<file path="src/verilog/fxp_pkg.sv">
package fxp_pkg;

  // Signed fixed point in Q16.16. The binary point sits FRAC bits up from the LSB.
  localparam int WIDTH = 32;
  localparam int FRAC = 16;

  typedef logic signed [WIDTH-1:0] fxp_t;

  // A full-precision product of two fxp_t values, before it is scaled back down.
  typedef logic signed [2*WIDTH-1:0] fxp_wide_t;

  // Complex value. The real part occupies the upper half of the word.
  typedef struct packed {
    fxp_t re;
    fxp_t im;
  } cplx_t;

  // One butterfly operand set, 192 bits.
  // From MSB to LSB the fields are ar, ac, br, bc, wr, wc, the same as the raw stream beat.
  typedef struct packed {
    cplx_t a;
    cplx_t b;
    cplx_t w;
  } bfly_in_t;

  // Butterfly outputs, with c = a + w*b and d = a - w*b.
  // The field order cr, cc, dr, dc matches the 128-bit output beat.
  typedef struct packed {
    cplx_t c;
    cplx_t d;
  } bfly_out_t;

endpackage

</file>
<file path="src/verilog/stream_pkg.sv">
package stream_pkg;

  // Beats per group. There is one butterfly lane per beat.
  localparam int N_LANES = 4;

  // Width of a lane index, and the index of the final beat in a group.
  localparam int LANE_W = $clog2(N_LANES);
  localparam logic [LANE_W-1:0] LAST_LANE = LANE_W'(N_LANES - 1);

  // Index 0 holds the first beat of a group on both sides of the array.
  typedef fxp_pkg::bfly_in_t [N_LANES-1:0] in_vec_t;
  typedef fxp_pkg::bfly_out_t [N_LANES-1:0] out_vec_t;

endpackage

</file>
<file path="src/verilog/stream_serializer.sv">
`timescale 1ns/1ps

module stream_serializer #(
  parameter type payload_t = logic [31:0]
) (
  input  logic                                clk,
  input  logic                                rst_n,

  input  logic                                recv_val,
  output logic                                recv_rdy,
  input  payload_t [stream_pkg::N_LANES-1:0]  recv_msg,

  output logic                                send_val,
  input  logic                                send_rdy,
  output payload_t                            send_msg
);

  payload_t [stream_pkg::N_LANES-1:0] buf_q;
  logic [stream_pkg::LANE_W-1:0]      lane;
  logic                               busy;

  // A new group is loaded only once the previous one has been fully sent.
  assign recv_rdy = !busy;
  assign send_val = busy;
  assign send_msg = buf_q[lane];

  always_ff @(posedge clk) begin
    if (!rst_n) begin
      busy <= 1'b0;
      lane <= '0;
    end else if (recv_val && recv_rdy) begin
      busy <= 1'b1;
      lane <= '0;
    end else if (send_val && send_rdy) begin
      // Go idle after the last beat goes out.
      if (lane == stream_pkg::LAST_LANE) begin
        busy <= 1'b0;
        lane <= '0;
      end else begin
        lane <= lane + 1'b1;
      end
    end
  end

  always_ff @(posedge clk) begin
    if (recv_val && recv_rdy) begin
      buf_q <= recv_msg;
    end
  end

endmodule
</file>
<file path="config.mk">
export PLATFORM = sky130hd
export DESIGN_NAME = stream_serializer
export DESIGN_NICKNAME = d
export VERILOG_FILES = /design/src/verilog/fxp_pkg.sv /design/src/verilog/stream_pkg.sv /design/src/verilog/stream_serializer.sv
export SDC_FILE = /design/constraint.sdc
export NUM_CORES = 1
export LEC_CHECK = 0
export ABC_AREA = 1
export BUFFER_PORTS_ARGS = -buffer_cell sky130_fd_sc_hd__buf_2
export CAP_MARGIN = 20
export CORE_ASPECT_RATIO = 1.5
export CORE_UTILIZATION = 45
export DETAILED_ROUTE_END_ITERATION = 10
export PLACE_DENSITY_LB_ADDON = 0.2
export SETUP_SLACK_MARGIN = 0.4
export SYNTH_ARGS = -nofsm -noshare
export SYNTH_HDL_FRONTEND = slang
export SYNTH_SLANG_ARGS = --single-unit
</file>
<file path="constraint.sdc">
create_clock -name clk -period 4.5 [get_ports clk]
set_input_delay 0.45 -clock clk [delete_from_list [all_inputs] [get_ports clk]]
set_output_delay 0.45 -clock clk [all_outputs]
set_load 0.005 [all_outputs]
</file>
==> metrics.md <==
| Metric | Value |
|---|---|
| Run status | complete, no violations |
| Clock transition at the registers of the reported paths | 0.06 ns |
| Library cells used by synthesis | 16 |
| Count of synthesis-stage warnings from yosys | 0 |
| Number of buffers inserted during clock tree synthesis | 17 |
| Data required time at the worst endpoint | 4.05 ns |
| Std-Cell Rows | 48 |
| FF+latch area | 0.00391 sq mm |
| Final worst setup slack | 2.14 ns |
| Pin count of the biggest net entering global routing | 132 |
| CTS H-tree depth | 4 |
| Transition at the pin with the smallest max-transition slack | 0.637 ns |
| Post-synthesis average cell area | 11.1 sq um |
| Layout Skew | 0.00631 ns |
| Commonest non-fill, non-tap cell in the layout | sky130_fd_sc_hd__buf_2 |
| Class of the tightest hold or removal check | input port to register |
| Post-CTS Repair Setup Buffers | 0 |
| Post-route antenna net violation count | 0 |
| Antenna fix cells | 0 |
| Sort of element at the start of the critical path | register |
| Antenna violations before repair | 0 |
| Number of instances resized during post-cts repair | 0 |
| IO Count | 166 |
| Sequence of cells on the critical path | buf_16 -> nor2_1 -> nor2_1 -> nand2_1 -> nand2_1 -> buf_2 |
| Total leakage power | 3.12 nW |
| Commonest cells after routing, fill and taps aside | sky130_fd_sc_hd__buf_2, sky130_fd_sc_hd__nand2_1, sky130_fd_sc_hd__edfxtp_1 |
| Violation count after the first detailed-route iteration | 154 |
| Total Neg Setup Slack | 0 ns |
| Sequential power share | 48.2% |
| Final-layout worst hold slack | 0.215 ns |
| Via count | 3,697 |
| Crit path time final | 2.36 ns |
| Total power density per cell area | 428 mW/mm^2 |
| Leading post-synthesis cells by cell area | sky130_fd_sc_hd__edfxtp_1, sky130_fd_sc_hd__nand2_1, sky130_fd_sc_hd__inv_1, sky130_fd_sc_hd__nor2_1, sky130_fd_sc_hd__or2_2 |
| Overall die area | 0.0125 sq mm |
| Area share of the leading cell type in the synthesized netlist | 71.0% |
| Multi-input gate area | 0.00114 sq mm |
| Final count of hold timing violations | 0 |
| Effective utilization at floorplan | 46.7% |
| Pre-CTS setup slack | 2.35 ns |
| Hold bufs inserted after CTS | 0 |
| Via density | 4.52 |
| Proportion of layout cells with a drive suffix above 1 | 34.6% |
| Top delay family on crit path | flip-flops |
| Maximum vdd drop | 0.233 mV |
| CP max-delay cell | sky130_fd_sc_hd__dfxtp_4 |
| DRC errors left | 0 |
| Clock Power Share | 45.2% |
| Worst setup path class | register to primary output |
| Unrepaired setup endpoints after global routing | false |
| Maximum fanout along the worst path | 75 |
| Switching portion of total power | 20.3% |
| Kind of end point of the critical path | primary output |
| Synth Net Count | 620 |
| Clock latency reported for the late side of the worst-skew pair | 0.41 ns |
| End-of-flow core utilization | 60.2% |
| Maximum frequency from static timing analysis | 424 MHz |
| Die span in x | 91.5 um |
| Combinational Power Share | 6.6% |
| Netlist area before placement | 0.00541 sq mm |
| Aggregate routed wire length | 10.2 mm |
| Count of non-filler cells in the finished layout | 818 |
| Data arrival time of the critical path | 1.91 ns |
| Iteration count of the initial detailed-routing pass | 4 |
| Max-slew violation total from the final report | 0 |
| Grt ovf | 0 |
| Quantity of I/O buffers inserted on ports | 165 |
| Synthesized flop and latch total | 131 |
| Filler cell count | 952 |
| WP buf/inv | 2 |
| Fraction of the yosys area taken by sequential cells | 72.1% |
| Post-Syn Instances | 487 |
| Number of global-route vias before repair | 3,491 |
| Cell type with the highest aggregate area in the netlist | sky130_fd_sc_hd__edfxtp_1 |
| GPL Wtd Cong | 0.739 |
| NetSw | 0.000607 W |
| Internal portion of total power | 0.00238 W |
| Wire length of the first global-routing pass | 15.9 mm |
| Growth of design area from synthesis to finish | 29.0% |
| Total Nets Final | 788 |
| Std-Cell Core Area | 0.0116 sq mm |
| # clock sinks | 131 |
| Root buffer selected by CTS | sky130_fd_sc_hd__clkbuf_16 |
| Number of failing setup endpoints in the final timing report | 0 |
| Vertical die dimension | 136 um |
| Number of placed instances, taps included | 784 |
| HPWL after detailed placement | 6.63 mm |
| Mean routed wirelength per cell | 12.5 um |
| Fin crit share | 52.4% |
| Max Cap Violations | 0 |
| Maximum buffer depth of the clock tree | 2 |
| Relative slew slack | 57.5% |
| CTS tree | done |
| Delay of the slowest cell on the worst path | 0.70 ns |
| GR Util All Layers | 16.9% |
[final cells by class]
type | count | area share (%)
clock buffer | 18 | 6.15
clock inverter | 14 | 2.33
inverter | 68 | 3.69
multi-input combinational | 268 | 16.4
sequential | 131 | 56.0
tap | 150 | 2.69
timing repair buffer | 169 | 12.8
[cells in the mapped netlist]
cell,count
sky130_fd_sc_hd__nor2_1,63
sky130_fd_sc_hd__inv_2,1
sky130_fd_sc_hd__clkbuf_1,7
sky130_fd_sc_hd__nand3_1,33
sky130_fd_sc_hd__or2_2,30
sky130_fd_sc_hd__edfxtp_1,128
sky130_fd_sc_hd__buf_4,3
sky130_fd_sc_hd__inv_1,67
sky130_fd_sc_hd__nand2_1,134
sky130_fd_sc_hd__ha_1,1
sky130_fd_sc_hd__buf_2,8
sky130_fd_sc_hd__or2_0,2
sky130_fd_sc_hd__dfxtp_1,3
sky130_fd_sc_hd__buf_6,2
sky130_fd_sc_hd__a21oi_1,3
sky130_fd_sc_hd__o21ai_0,2
[metal layers]
layer,global-route usage (%),wire length [um],up-vias
met1,19.2,4120,1660
met2,28.9,5250,131
met5,0,0,-
li1,-,-,1892
met4,8.91,211,0
met3,4.75,617,14
[power groups by stage]
stage	Sequential, W	Combinational, W	Clock (W)
after floorplan	0.00146	0.000102	0
after global placement	0.00147	0.000184	0
after detailed placement	0.00147	0.000189	0
after CTS	0.00145	0.000191	0.00138
after global routing	0.00145	0.000223	0.00142
final	0.00144	0.000196	0.00135
[kinds of logic after synthesis]
| family | after synthesis | synth area share [%] |
|---|---|---|
| simple gates | 262 | 20.4 |
| flops | 131 | 72.1 |
| buf+inv | 88 | 6.77 |
| compound gates | 5 | 0.462 |
| fa+ha+maj | 1 | 0.231 |
[flip-flops by register name (all words and copies together) (netlist names)]
register  cells
lane          2
send_val      1
buf_q       128
[through the flow]
step	power [W]	cell area, sq um
6_report	0.00299	6980
5_1_grt	0.00309	6980
4_1_cts	0.00302	6930
3_5_place_dp	0.00166	6340
3_3_place_gp	0.00165	6340
2_1_floorplan	0.00157	5410
[worst register-to-register path: stages (launching register included)]
cell and delay (ns):
sky130_fd_sc_hd__dfxtp_1 0.35, sky130_fd_sc_hd__inv_1 0.09, sky130_fd_sc_hd__nand2_1 0.10, sky130_fd_sc_hd__inv_4 0.43, sky130_fd_sc_hd__buf_4 0.61
[path summary, 6_finish.rpt]
path / from / end / slack, ns / cells past startpoint
worst min register to register: lane[1]$_SDFFE_PP0P_ / lane[1]$_SDFFE_PP0P_ / 0.52 / 2
worst max-delay path: lane[0]$_SDFFE_PP0P_ / send_msg[15] / 2.14 / 6
worst min-delay path: recv_msg[39] / buf_q[39]$_DFFE_PP_ / 0.21 / 1
worst max register to register: send_val$_SDFFE_PN0P_ / buf_q[30]$_DFFE_PP_ / 2.54 / 4
(Power assumes the default switching activity.)
