--- config.mk ---
export PLATFORM = sky130hd
export DESIGN_NAME = stream_deserializer
export DESIGN_NICKNAME = d
export VERILOG_FILES = /design/src/verilog/fxp_pkg.sv /design/src/verilog/stream_pkg.sv /design/src/verilog/stream_deserializer.sv
export SDC_FILE = /design/constraint.sdc
export NUM_CORES = 1
export LEC_CHECK = 0
export ABC_AREA = 1
export CORE_ASPECT_RATIO = 2
export CORE_MARGIN = 2
export CORE_UTILIZATION = 61
export CTS_CLUSTER_SIZE = 25
export DETAILED_ROUTE_END_ITERATION = 8
export DONT_BUFFER_PORTS = 1
export PLACE_DENSITY = 0.77
export SETUP_SLACK_MARGIN = 0.05
export SYNTH_ARGS = -nofsm -noshare
export SYNTH_HDL_FRONTEND = slang
export SYNTH_SLANG_ARGS = --single-unit
--- constraint.sdc ---
create_clock -name clk -period 2.8 [get_ports clk]
set_clock_uncertainty 0.2 [all_clocks]
set_input_delay 0.28 -clock clk [delete_from_list [all_inputs] [get_ports clk]]
set_output_delay 0.28 -clock clk [all_outputs]
set_load 0.05 [all_outputs]
--- src/verilog/fxp_pkg.sv ---
package fxp_pkg;

  // Signed fixed point in Q16.16. The binary point sits FRAC bits up from the LSB.
  localparam int WIDTH = 32;
  localparam int FRAC = 16;

  typedef logic signed [WIDTH-1:0] fxp_t;

  // A full-precision product of two fxp_t values, before it is scaled back down.
  typedef logic signed [2*WIDTH-1:0] fxp_wide_t;

  // Complex value. The real part occupies the upper half of the word.
  typedef struct packed {
    fxp_t re;
    fxp_t im;
  } cplx_t;

  // One butterfly operand set, 192 bits.
  // From MSB to LSB the fields are ar, ac, br, bc, wr, wc, the same as the raw stream beat.
  typedef struct packed {
    cplx_t a;
    cplx_t b;
    cplx_t w;
  } bfly_in_t;

  // Butterfly outputs, with c = a + w*b and d = a - w*b.
  // The field order cr, cc, dr, dc matches the 128-bit output beat.
  typedef struct packed {
    cplx_t c;
    cplx_t d;
  } bfly_out_t;

endpackage

--- src/verilog/stream_pkg.sv ---
package stream_pkg;

  // Beats per group. There is one butterfly lane per beat.
  localparam int N_LANES = 4;

  // Width of a lane index, and the index of the final beat in a group.
  localparam int LANE_W = $clog2(N_LANES);
  localparam logic [LANE_W-1:0] LAST_LANE = LANE_W'(N_LANES - 1);

  // Index 0 holds the first beat of a group on both sides of the array.
  typedef fxp_pkg::bfly_in_t [N_LANES-1:0] in_vec_t;
  typedef fxp_pkg::bfly_out_t [N_LANES-1:0] out_vec_t;

endpackage

--- src/verilog/stream_deserializer.sv ---
`timescale 1ns/1ps

module stream_deserializer #(
  parameter type payload_t = logic [31:0]
) (
  input  logic                                clk,
  input  logic                                rst_n,

  input  logic                                recv_val,
  output logic                                recv_rdy,
  input  payload_t                            recv_msg,

  output logic                                send_val,
  input  logic                                send_rdy,
  output payload_t [stream_pkg::N_LANES-1:0]  send_msg
);

  payload_t [stream_pkg::N_LANES-1:0] buf_q;
  logic [stream_pkg::LANE_W-1:0]      lane;
  logic                               full;

  // Input is refused while a complete group waits to be taken.
  assign recv_rdy = !full;
  assign send_val = full;
  assign send_msg = buf_q;

  // The lane counter wraps back to 0 on the last beat, so a new group starts
  // at lane 0 as soon as the full group is taken.
  always_ff @(posedge clk) begin
    if (!rst_n) begin
      lane <= '0;
      full <= 1'b0;
    end else begin
      if (recv_val && recv_rdy) begin
        if (lane == stream_pkg::LAST_LANE) begin
          lane <= '0;
          full <= 1'b1;
        end else begin
          lane <= lane + 1'b1;
        end
      end
      if (send_val && send_rdy) begin
        full <= 1'b0;
      end
    end
  end

  always_ff @(posedge clk) begin
    if (recv_val && recv_rdy) begin
      buf_q[lane] <= recv_msg;
    end
  end

endmodule

==> reports/qor.txt, run 1 <==
Run status - finished, final reports clean
Endpoint class of the critical path - flop
Overall fraction of global-route tracks in use - 0.222
RSZ-0062 raised after global routing - false
Root cell of the clock tree - sky130_fd_sc_hd__clkbuf_16
Die outline height - 119 µm
Clock tree from TritonCTS - built
Total of flip-flops plus latches after synthesis - 131
Worst VDD drop - 0.708 mV
Die Outline Area - 7360 µm²
Via total after detailed routing - 1739
Max cap viols - 0
Clock-pin transition on the worst setup and hold timing paths - 0.05 ns
Number of antenna repair diodes - 0
Most area-consuming cells after synthesis - sky130_fd_sc_hd__edfxtp_1, sky130_fd_sc_hd__dfxtp_1, sky130_fd_sc_hd__ha_1, sky130_fd_sc_hd__nand2_1, sky130_fd_sc_hd__inv_1
Commonest cells post-synth - sky130_fd_sc_hd__edfxtp_1, sky130_fd_sc_hd__nand2_1, sky130_fd_sc_hd__inv_1, sky130_fd_sc_hd__nor2_1, sky130_fd_sc_hd__ha_1
# setup viols final - 0
Net count of the mapped netlist - 199
Power per Cell Area - 925 nW/µm²
Critical Path Fanout Max - 6
Synth-to-Final Area Change - 28.1%
Final critical path time including I/O delays and setup - 2.53 ns
Pins over their slew limit - 0
WS Path Type - reg2reg
Total DRC errors in the routed layout - 0
Initial antenna violation count - 0
Fraction of registers with async set or reset after synthesis - 0
Combinational share of power - 0.031
Standby leakage power - 0.00178 µW
# IOs - 166
Tcrit/Tclk final - 0.902
Half-perimeter wire length after detailed placement - 4510 µm
Switching power of the nets - 1110 µW
Worst slack at placement - 0.885 ns
Worst min path class - in2reg
Via count of the first global-routing pass - 1860
CORE AREA - 6520 µm²
Total count of hold-check failures in the final report - 0
Clock power frac - 0.440
Routed wire length - 7530 µm
Sequential share of power - 0.529
Warnings, synthesis - 0
CP required - 2.88 ns
Setup slack after layout - 0.274 ns
Startpoint class of the critical path - flop
Total global routing overflow - 0
Dominant cell by count in the synthesized netlist - sky130_fd_sc_hd__edfxtp_1
Mapped Area - 4060 µm²
Top_reg_cell synth - sky130_fd_sc_hd__edfxtp_1
Overall power - 4810 µW
Share of post-route cells with drive strength above 1 - 0.174
Number of buffers between clock root and the deepest sink - 2
Share of the synthesized area in the top cell type - 0.948
Via density per instance - 5.37
WL/cell - 23.2 µm
Number of instances in the synthesized netlist - 159
Antenna Violating Nets Remaining - 0
Cell row count - 42
Num CTS Buffers - 17
Peak clock frequency supported by timing - 396 MHz
Number of flops mapped to enable cells by yosys - 128
Clock latency on the worst-skew pair - 0.40 ns
Switching share of power - 0.230
CTS H-tree depth - 4
Starting density of the core - 0.622
CP Data Arrival Time - 2.60 ns
Final weighted congestion in routability-driven placement - 0.731
Number of nets in the layout - 263
Internal power contribution - 3700 µW
Average footprint of a synthesized cell - 25.5 µm²
Slew margin rel. - 0.653
Pin slew with the least headroom to its limit - 0.521 ns
Fraction of the yosys area taken by sequential cells - 0.963
Number of violations reported at the end of detailed-routing iteration 0 - 154
First-pass GRT wire length - 10900 µm
Chip Width - 61.7 µm
Count of clock tree sinks - 131
Distinct cell type count of the synthesized netlist - 10
Largest net degree at the start of global routing - 18
DR pass1 iterations - 4
Port bufs - 0
Area leader, netlist - sky130_fd_sc_hd__edfxtp_1
flip-flops by register name, summed over array words and instances, names as in the netlist:
register,flops
send_val,1
lane,2
send_msg,128
placed cells by master (no fill, tap or decap), drive strengths merged:
cell type	count
buf	8
ha	4
bufinv	3
inv	7
dlygate4sd3	37
edfxtp	128
clkinv	8
clkbuf	20
nand2	8
dfxtp	3
nor2	6
nand3	2
clkinvlp	1
a21oi	1
repair_timing:
action	in CTS	in global routing
buffers inserted	0	0
hold buffers	37	0
hold endpoints to repair	131	0
resized for setup	0	1
endpoints found under the setup margin	0	1
per-layer routing:
layer  routed length, µm  track usage  part of all wire
met2                3930        0.339              0.52
met4                  89        0.104             0.012
met1                2560        0.244              0.34
met5                   0            0                 0
met3                 954        0.127              0.13
worst max-delay path: stages, from the launching register on:
cell	delay [ns]
sky130_fd_sc_hd__dfxtp_2	0.50
sky130_fd_sc_hd__inv_2	0.23
sky130_fd_sc_hd__nand2_4	0.19
sky130_fd_sc_hd__nand2_1	0.07
sky130_fd_sc_hd__nand2_1	0.06
sky130_fd_sc_hd__dlygate4sd3_1	0.55
sky130_fd_sc_hd__nor2_1	0.05
sky130_fd_sc_hd__dlygate4sd3_1	0.56
cell families after synthesis:
logic type	after synthesis	share of synthesized area
buf+inv	7	0.00648
flops	131	0.963
simple gates	16	0.0173
compound gates	1	0.00123
fa+ha+maj	4	0.0123
worst paths after layout:
| kind | from | endpoint | slack, ns | cells past startpoint |
|---|---|---|---|---|
| setup / recovery | send_val | lane[1] | 0.27 | 7 |
| hold / removal | recv_msg[16] | send_msg[16] | 0.39 | 1 |
| setup reg to reg | send_val | lane[1] | 0.27 | 7 |
| hold reg to reg | lane[0] | lane[0] | 0.40 | 3 |
cell type report:
cell class / count / area, µm²
clock buffers: 20 / 437
clock inverters: 12 / 139
flip-flops and latches: 131 / 3910
fillers: 333 / 1320
multi-input cells: 21 / 148
well taps: 88 / 110
inverters: 7 / 26.3
repair buffers: 45 / 430
stage by stage:
step	util	instance area [µm²]	TNS, ns	cells	hold slack [ns]
after floorplan	-	4060	-9.39	159	0.179
after global placement	0.652	4250	0	255	0.179
after CTS	0.797	5190	0	324	0.371
final	0.797	5190	0	324	0.387
after global routing	0.797	5190	0	324	0.379
after detailed placement	0.652	4250	0	255	0.179
power by group through the flow:
stage                     Combinational, µW  Sequential (µW)  Clock [µW]
after floorplan                        47.1             2570           0
after global placement                 78.0             2580           0
after detailed placement               82.6             2580           0
after CTS                               148             2550        2140
after global routing                    162             2550        2250
final                                   148             2550        2110
(Power assumes the default switching activity.)
==> inputs of run 2 (changes only) <==
--- a/config.mk
+++ b/config.mk
@@ -12,7 +12,7 @@
 export CTS_CLUSTER_SIZE = 25
 export DETAILED_ROUTE_END_ITERATION = 8
 export DONT_BUFFER_PORTS = 1
-export PLACE_DENSITY = 0.77
+export PLACE_DENSITY_LB_ADDON = 0.1
 export SETUP_SLACK_MARGIN = 0.05
 export SYNTH_ARGS = -nofsm -noshare
 export SYNTH_HDL_FRONTEND = slang
==> run 2 against run 1 <==
Via count is 0.17% higher. Fmax is 8.8% higher. Critical path type unchanged. Clock power is 9% lower. Combinational power hardly changed. Highest routed layer unchanged. Sequential share of layout area is 0.25 points higher. Sequential power hardly changed. Worst setup slack better by 0.20 ns. Die area stayed put. Wire length is 1.9% lower. Power is 4.0% lower. Worst hold slack worse by 0.0024 ns.
==> reports/qor.txt, run 2 (synthesis gave the netlist of run 1 again) <==
Initial antenna violation count - 0 (unchanged)
Antenna Violating Nets Remaining - 0 (unchanged)
Worst VDD drop - 0.618 mV (-13%)
Tcrit/Tclk final - 0.829 (-0.0730)
WL/cell - 22.9 µm (-1.3%)
CP Data Arrival Time - 2.41 ns (-0.19 ns)
Pins over their slew limit - 0 (unchanged)
Endpoint class of the critical path - flop
Startpoint class of the critical path - flop
Clock-pin transition on the worst setup and hold timing paths - 0.06 ns (about the same)
Die outline height - 119 µm (unchanged)
Most used cells in the layout excluding fill and tap cells - sky130_fd_sc_hd__edfxtp_1, sky130_fd_sc_hd__dlygate4sd3_1, sky130_fd_sc_hd__clkbuf_16
Setup Fix Bufs, Post-CTS - 0 (unchanged)
Pin slew with the least headroom to its limit - 0.558 ns (+0.0372 ns)
Max cap viols - 0 (unchanged)
Power per Cell Area - 891 nW/µm² (-3.7%)
Hold Path Sink - send_msg[21]
First-pass GRT wire length - 10700 µm (-1.5%)
Port bufs - 0 (unchanged)
Slew margin rel. - 0.627 (-0.0260)
Die Outline Area - 7360 µm² (unchanged)
Cell row count - 42 (unchanged)
Total count of hold-check failures in the final report - 0 (unchanged)
Standby leakage power - 0.00175 µW (-1.8%)
WS Path Type - reg2reg
Most common cell after layout, fill and taps aside - sky130_fd_sc_hd__edfxtp_1
Slowest cell on the critical path - sky130_fd_sc_hd__dfxtp_1
Number of antenna repair diodes - 0 (unchanged)
Clock latency on the worst-skew pair - 0.40 ns (about the same)
Synth-to-Final Area Change - 27.6%
Worst path max stage delay - 0.67 ns (+0.11 ns)
Overall power - 4610 µW (-4.0%)
Crit Reg-Reg Startpoint - send_val
CORE AREA - 6520 µm² (unchanged)
Total DRC errors in the routed layout - 0 (unchanged)
Worst min path class - in2reg
Final weighted congestion in routability-driven placement - 0.849 (+16%)
Total global routing overflow - 0 (unchanged)
Number of flip-flops in the largest register - 128 (unchanged)
Number of cell instances on the worst register-to-register path - 5 (-2)
Final critical path time including I/O delays and setup - 2.32 ns (-0.204 ns)
Slack of the worst reg-to-reg path - 0.48 ns (+0.20 ns)
Largest net degree at the start of global routing - 22 (+4)
Count of clock tree sinks - 131 (unchanged)
Via count of the first global-routing pass - 1776 (-4.5%)
# setup viols final - 0 (unchanged)
Worst Min Path Start - recv_msg[21]
Clock tree from TritonCTS - built
FF-to-FF End - send_val
Routed wire length - 7380 µm (-1.9%)
Number of buffers between clock root and the deepest sink - 2 (unchanged)
Root cell of the clock tree - sky130_fd_sc_hd__clkbuf_16
Number of nets in the layout - 261 (-0.76%)
Final-layout setup total negative slack - 0 ns (unchanged)
RSZ-0062 raised after global routing - false
Category of cells accounting for the largest share of critical-path delay - buffers and inverters
Number of violations reported at the end of detailed-routing iteration 0 - 147 (-4.5%)
DR pass1 iterations - 5 (+1)
Via total after detailed routing - 1742 (+0.17%)
Utilization after layout - 0.794 (-0.00288)
Chip Width - 61.7 µm (unchanged)
Cell breakdown of the critical path - nand2_1, nand2_1, dlygate4sd3_1, a21oi_1, dlygate4sd3_1
Peak clock frequency supported by timing - 431 MHz (+8.8%)
Via density per instance - 5.41 (+0.79%)
CP bufs+invs - 2 (-1)
Share of post-route cells with drive strength above 1 - 0.184 (+0.0100)
Overall fraction of global-route tracks in use - 0.217 (-0.00506)
CTS H-tree depth - 4 (unchanged)
Num CTS Buffers - 17 (unchanged)
Starting density of the core - 0.622 (unchanged)
CP required - 2.89 ns (about the same)
Worst hold slack - 0.385 ns (-0.00239 ns)
Half-perimeter wire length after detailed placement - 4390 µm (-2.7%)
Run status - finished, final reports clean
# IOs - 166 (unchanged)
Critical Path Fanout Max - 3 (-3)
Number of stages on the worst hold path - 1 (unchanged)
-- run 2: final cells by class --
class | count | area [µm²]
repair buffers | 43 | 450
multi-input cells | 21 | 148
fillers | 358 | 1340
well taps | 88 | 110
clock inverters | 15 | 113
clock buffers | 17 | 425
flip-flops and latches | 131 | 3900
inverters | 7 | 26.3
-- run 2: worst max-delay path by stage --
stage | startpoint | to | slack, ns | cells past startpoint
2_1_floorplan | send_val | send_msg[0] | -0.1 | 3
3_3_place_gp | send_val | send_msg[50] | 0.71 | 4
3_5_place_dp | send_val | send_msg[50] | 0.69 | 4
4_1_cts | send_val | send_val | 0.51 | 5
5_1_grt | send_val | send_val | 0.39 | 5
6_report | send_val | send_val | 0.48 | 5
-- run 2: through the flow --
step           setup slack, ns  instance area (µm²)  cells
3_3_place_gp             0.713                 4280    254
3_5_place_dp             0.693                 4280    254
2_1_floorplan          -0.0978                 4060    159
6_report                 0.479                 5180    322
4_1_cts                  0.513                 5180    322
5_1_grt                  0.393                 5180    322
-- run 2: what timing repair did --
action,4_1_cts,5_1_grt
hold buffers,36,0
endpoints found under the setup margin,0,0
hold endpoints to repair,131,0
gates resized for setup,0,0
-- run 2: report_power, final --
part / switching [µW] / internal, µW
clock: 787 / 1130
sequential: 285 / 2260
combinational: 91.0 / 59.8
-- run 2: metal layers --
metal / up-vias / track usage / share of wire
met4: 0 / 0.0997 / 0.017
li1: 748 / - / -
met2: 130 / 0.311 / 0.52
met3: 8 / 0.140 / 0.12
met1: 856 / 0.253 / 0.35
met5: - / 0 / 0
==> inputs of run 3 (changes only) <==
--- a/config.mk
+++ b/config.mk
@@ -5,7 +5,7 @@
 export SDC_FILE = /design/constraint.sdc
 export NUM_CORES = 1
 export LEC_CHECK = 0
-export ABC_AREA = 1
+export ABC_AREA = 0
 export CORE_ASPECT_RATIO = 2
 export CORE_MARGIN = 2
 export CORE_UTILIZATION = 61
==> constraint.sdc (replaced) <==
create_clock -name clk -period 2.23 [get_ports clk]
set_clock_uncertainty 0.2 [all_clocks]
set_input_delay 0.223 -clock clk [delete_from_list [all_inputs] [get_ports clk]]
set_output_delay 0.223 -clock clk [all_outputs]
set_load 0.05 [all_outputs]
==> run 3 against run 2 <==
Synthesized area about the same. Cell count down 4.7%. Wire length down 2.8%. Register-to-register slack worse by 0.25 ns. Sequential power up 24%. Final area up 0.12%. Non-clock buffer count down 6. Core utilization up 0.096 points. Worst setup slack worse by 0.25 ns. Count of clock-buffer cells in the layout up 2.
==> reports/qor.txt, run 3 <==
Run status - finished, final reports clean
Commonest cells post-synth - sky130_fd_sc_hd__edfxtp_1, sky130_fd_sc_hd__ha_1, sky130_fd_sc_hd__and2_2, sky130_fd_sc_hd__dfxtp_1, sky130_fd_sc_hd__inv_1
Chip Width - 61.7 µm (about the same)
Synth-to-Final Area Change - 27.7% (about the same)
Half-perimeter wire length after detailed placement - 3660 µm (-17%)
Area leader, netlist - sky130_fd_sc_hd__edfxtp_1
Peak clock frequency supported by timing - 501 MHz (+16%)
Number of violations reported at the end of detailed-routing iteration 0 - 178 (+21%)
Number of flip-flops in the largest register - 128 (unchanged)
Root cell of the clock tree - sky130_fd_sc_hd__clkbuf_16
Mapped Area - 4060 µm² (about the same)
Worst min path class - in2reg
Launching element of the worst setup path - send_val
Number of buffers between clock root and the deepest sink - 2 (unchanged)
Pins over their slew limit - 0 (unchanged)
Total of flip-flops plus latches after synthesis - 131 (unchanged)
Slowest cell on the critical path - sky130_fd_sc_hd__dlygate4sd3_1
Met3 capacity usage during global routing - 0.124 (-0.0163)
Utilization after layout - 0.795 (+0.000960)
Share of the synthesized area in the top cell type - 0.947 (about the same)
Count of clock tree sinks - 131 (unchanged)
Worst VDD drop - 1.16 mV (+87%)
CP required - 2.32 ns (-0.57 ns)
Slew margin rel. - 0.444 (-0.183)
Clock tree from TritonCTS - built
FF-to-FF End - send_val
Clock latency on the worst-skew pair - 0.40 ns (about the same)
WL/cell - 23.4 µm (+1.9%)
Antenna Violating Nets Remaining - 0 (unchanged)
Clock-pin transition on the worst setup and hold timing paths - 0.05 ns (about the same)
Dominant cell by count in the synthesized netlist - sky130_fd_sc_hd__edfxtp_1
# setup viols final - 0 (unchanged)
Worst hold slack - 0.00872 ns (-0.376 ns)
Starting density of the core - 0.623 (about the same)
Via count of the first global-routing pass - 1727 (-2.8%)
Total global routing overflow - 0 (unchanged)
Power per Cell Area - 1220 nW/µm² (+37%)
Cell row count - 42 (unchanged)
# IOs - 166 (unchanged)
Critical Path Fanout Max - 2 (-1)
Final-layout setup total negative slack - 0 ns (unchanged)
First-pass GRT wire length - 10100 µm (-5.8%)
CTS H-tree depth - 4 (unchanged)
Total DRC errors in the routed layout - 0 (unchanged)
Number of cell instances on the worst register-to-register path - 5 (unchanged)
Standby leakage power - 0.00175 µW (about the same)
Distinct cell type count of the synthesized netlist - 11 (+1)
Top_reg_cell synth - sky130_fd_sc_hd__edfxtp_1
Final critical path time including I/O delays and setup - 2.00 ns (-0.324 ns)
WS Path Type - reg2reg
DR pass1 iterations - 4 (-1)
Initial antenna violation count - 0 (unchanged)
Port bufs - 0 (unchanged)
Endpoint class of the critical path - flop
Share of post-route cells with drive strength above 1 - 0.160 (-0.0239)
Critical path endpoint - send_val
Crit Reg-Reg Startpoint - send_val
Slack of the worst reg-to-reg path - 0.23 ns (-0.25 ns)
Number of nets in the layout - 247 (-5.4%)
Met2 layer usage reported by global route - 0.321 (+0.0105)
Busiest metal layer after global routing - met2
Cell breakdown of the critical path - buf_4, inv_1, nor2_1, o21a_1, dlygate4sd3_1
Final weighted congestion in routability-driven placement - 0.683 (-19%)
Cells resized by post-CTS repair - 0 (unchanged)
Num CTS Buffers - 17 (unchanged)
Most used cells in the layout excluding fill and tap cells - sky130_fd_sc_hd__edfxtp_1, sky130_fd_sc_hd__dlygate4sd3_1, sky130_fd_sc_hd__clkbuf_16
Net count of the mapped netlist - 190 (-4.5%)
Max cap viols - 0 (unchanged)
RSZ-0062 raised after global routing - false
Startpoint class of the critical path - flop
Number of flops mapped to enable cells by yosys - 128 (unchanged)
Routed wire length - 7180 µm (-2.8%)
Via density per instance - 5.40 (-0.23%)
Tcrit/Tclk final - 0.896 (+0.0668)
Number of instances in the synthesized netlist - 150 (-5.7%)
Overall fraction of global-route tracks in use - 0.207 (-0.00999)
Die outline height - 119 µm (about the same)
Number of antenna repair diodes - 0 (unchanged)
Most area-consuming cells after synthesis - sky130_fd_sc_hd__edfxtp_1, sky130_fd_sc_hd__dfxtp_1, sky130_fd_sc_hd__ha_1, sky130_fd_sc_hd__and2_2, sky130_fd_sc_hd__mux2i_1
Setup Fix Bufs, Post-CTS - 0 (unchanged)
Pin slew with the least headroom to its limit - 0.834 ns (+0.275 ns)
Fraction of registers with async set or reset after synthesis - 0 (unchanged)
Average footprint of a synthesized cell - 27.1 µm² (+6.1%)
CORE AREA - 6520 µm² (unchanged)
Via total after detailed routing - 1657 (-4.9%)
Worst path max stage delay - 0.54 ns (-0.13 ns)
Die Outline Area - 7360 µm² (about the same)
Area of all placed cells without fillers - 5180 µm² (+0.12%)
Fraction of the yosys area taken by sequential cells - 0.962 (about the same)
Total count of hold-check failures in the final report - 0 (unchanged)
CP Data Arrival Time - 2.08 ns (-0.33 ns)
Warnings, synthesis - 0 (unchanged)
Largest net degree at the start of global routing - 34 (+55%)
Total cell area at the placement stage - 4190 µm² (-2.0%)
Most common cell after layout, fill and taps aside - sky130_fd_sc_hd__edfxtp_1
Global Route met1 Usage - 0.216 (-0.0368)
run 3: worst min-delay path by stage:
| stage | slack (ns) | depth (start not counted) | endpoint | startpoint |
|---|---|---|---|---|
| 2_1_floorplan | 0.12 | 0 | send_msg[0] | recv_msg[0] |
| 3_3_place_gp | 0.12 | 0 | send_msg[38] | recv_msg[6] |
| 3_5_place_dp | 0.12 | 0 | send_msg[127] | recv_msg[31] |
| 4_1_cts | 0.006 | 3 | lane[0] | recv_val |
| 5_1_grt | 0.01 | 3 | lane[0] | recv_val |
| 6_report | 0.009 | 3 | lane[0] | recv_val |
run 3: per-stage QoR:
step                setup WS (ns)  cells  total power (µW)
finish                      0.232    307              6330
global route                0.183    307              6510
CTS                         0.160    306              6330
detailed placement          0.353    241              3310
global placement            0.392    241              3300
floorplan                   0.416    150              3260
run 3: per-layer routing:
metal  share of wire  up-vias
met3            0.11        8
li1                -      709
met1            0.34      815
met2            0.53      125
met5               0        -
met4           0.016        0
run 3: logic make-up (layout without fill, tap and decap cells):
kind of cell | count (synthesis) | in the layout | share of synthesized area
DFF | 131 | 131 | 0.962
and+or+nand+nor | 9 | 10 | 0.0160
adders and majority gates | 4 | 4 | 0.0123
buffers and inverters | 3 | 71 | 0.00278
muxes | 2 | 2 | 0.00493
AOI/OAI and AO/OA | 1 | 1 | 0.00185
run 3: area by class of cell:
class / instances / area [µm²]
clock buffer: 19 / 433
clock inverter: 12 / 211
multi-input combinational: 17 / 150
inverter: 3 / 11.3
fill: 364 / 1330
timing repair buffer: 37 / 363
tap: 88 / 110
sequential: 131 / 3900
run 3: critical path: cells and delay by family, from the launching register on:
family          cells  cell delay (ns)
buf+inv             3             1.09
flops               1             0.33
compound gates      1             0.18
simple gates        1             0.10
run 3: where the power goes:
group | switching (µW) | internal, µW | total, µW | leakage (µW)
clock | 928 | 2070 | 3000 | 0.000306
sequential | 340 | 2840 | 3170 | 0.00120
combinational | 97.1 | 55.6 | 153 | 0.000244
total | 1360 | 4960 | 6330 | 0.00175
run 3: timing repair:
item | CTS | global route
hold buffers | 34 | 0
endpoints found under the setup margin | 0 | 1
endpoints found under the hold margin | 131 | 0
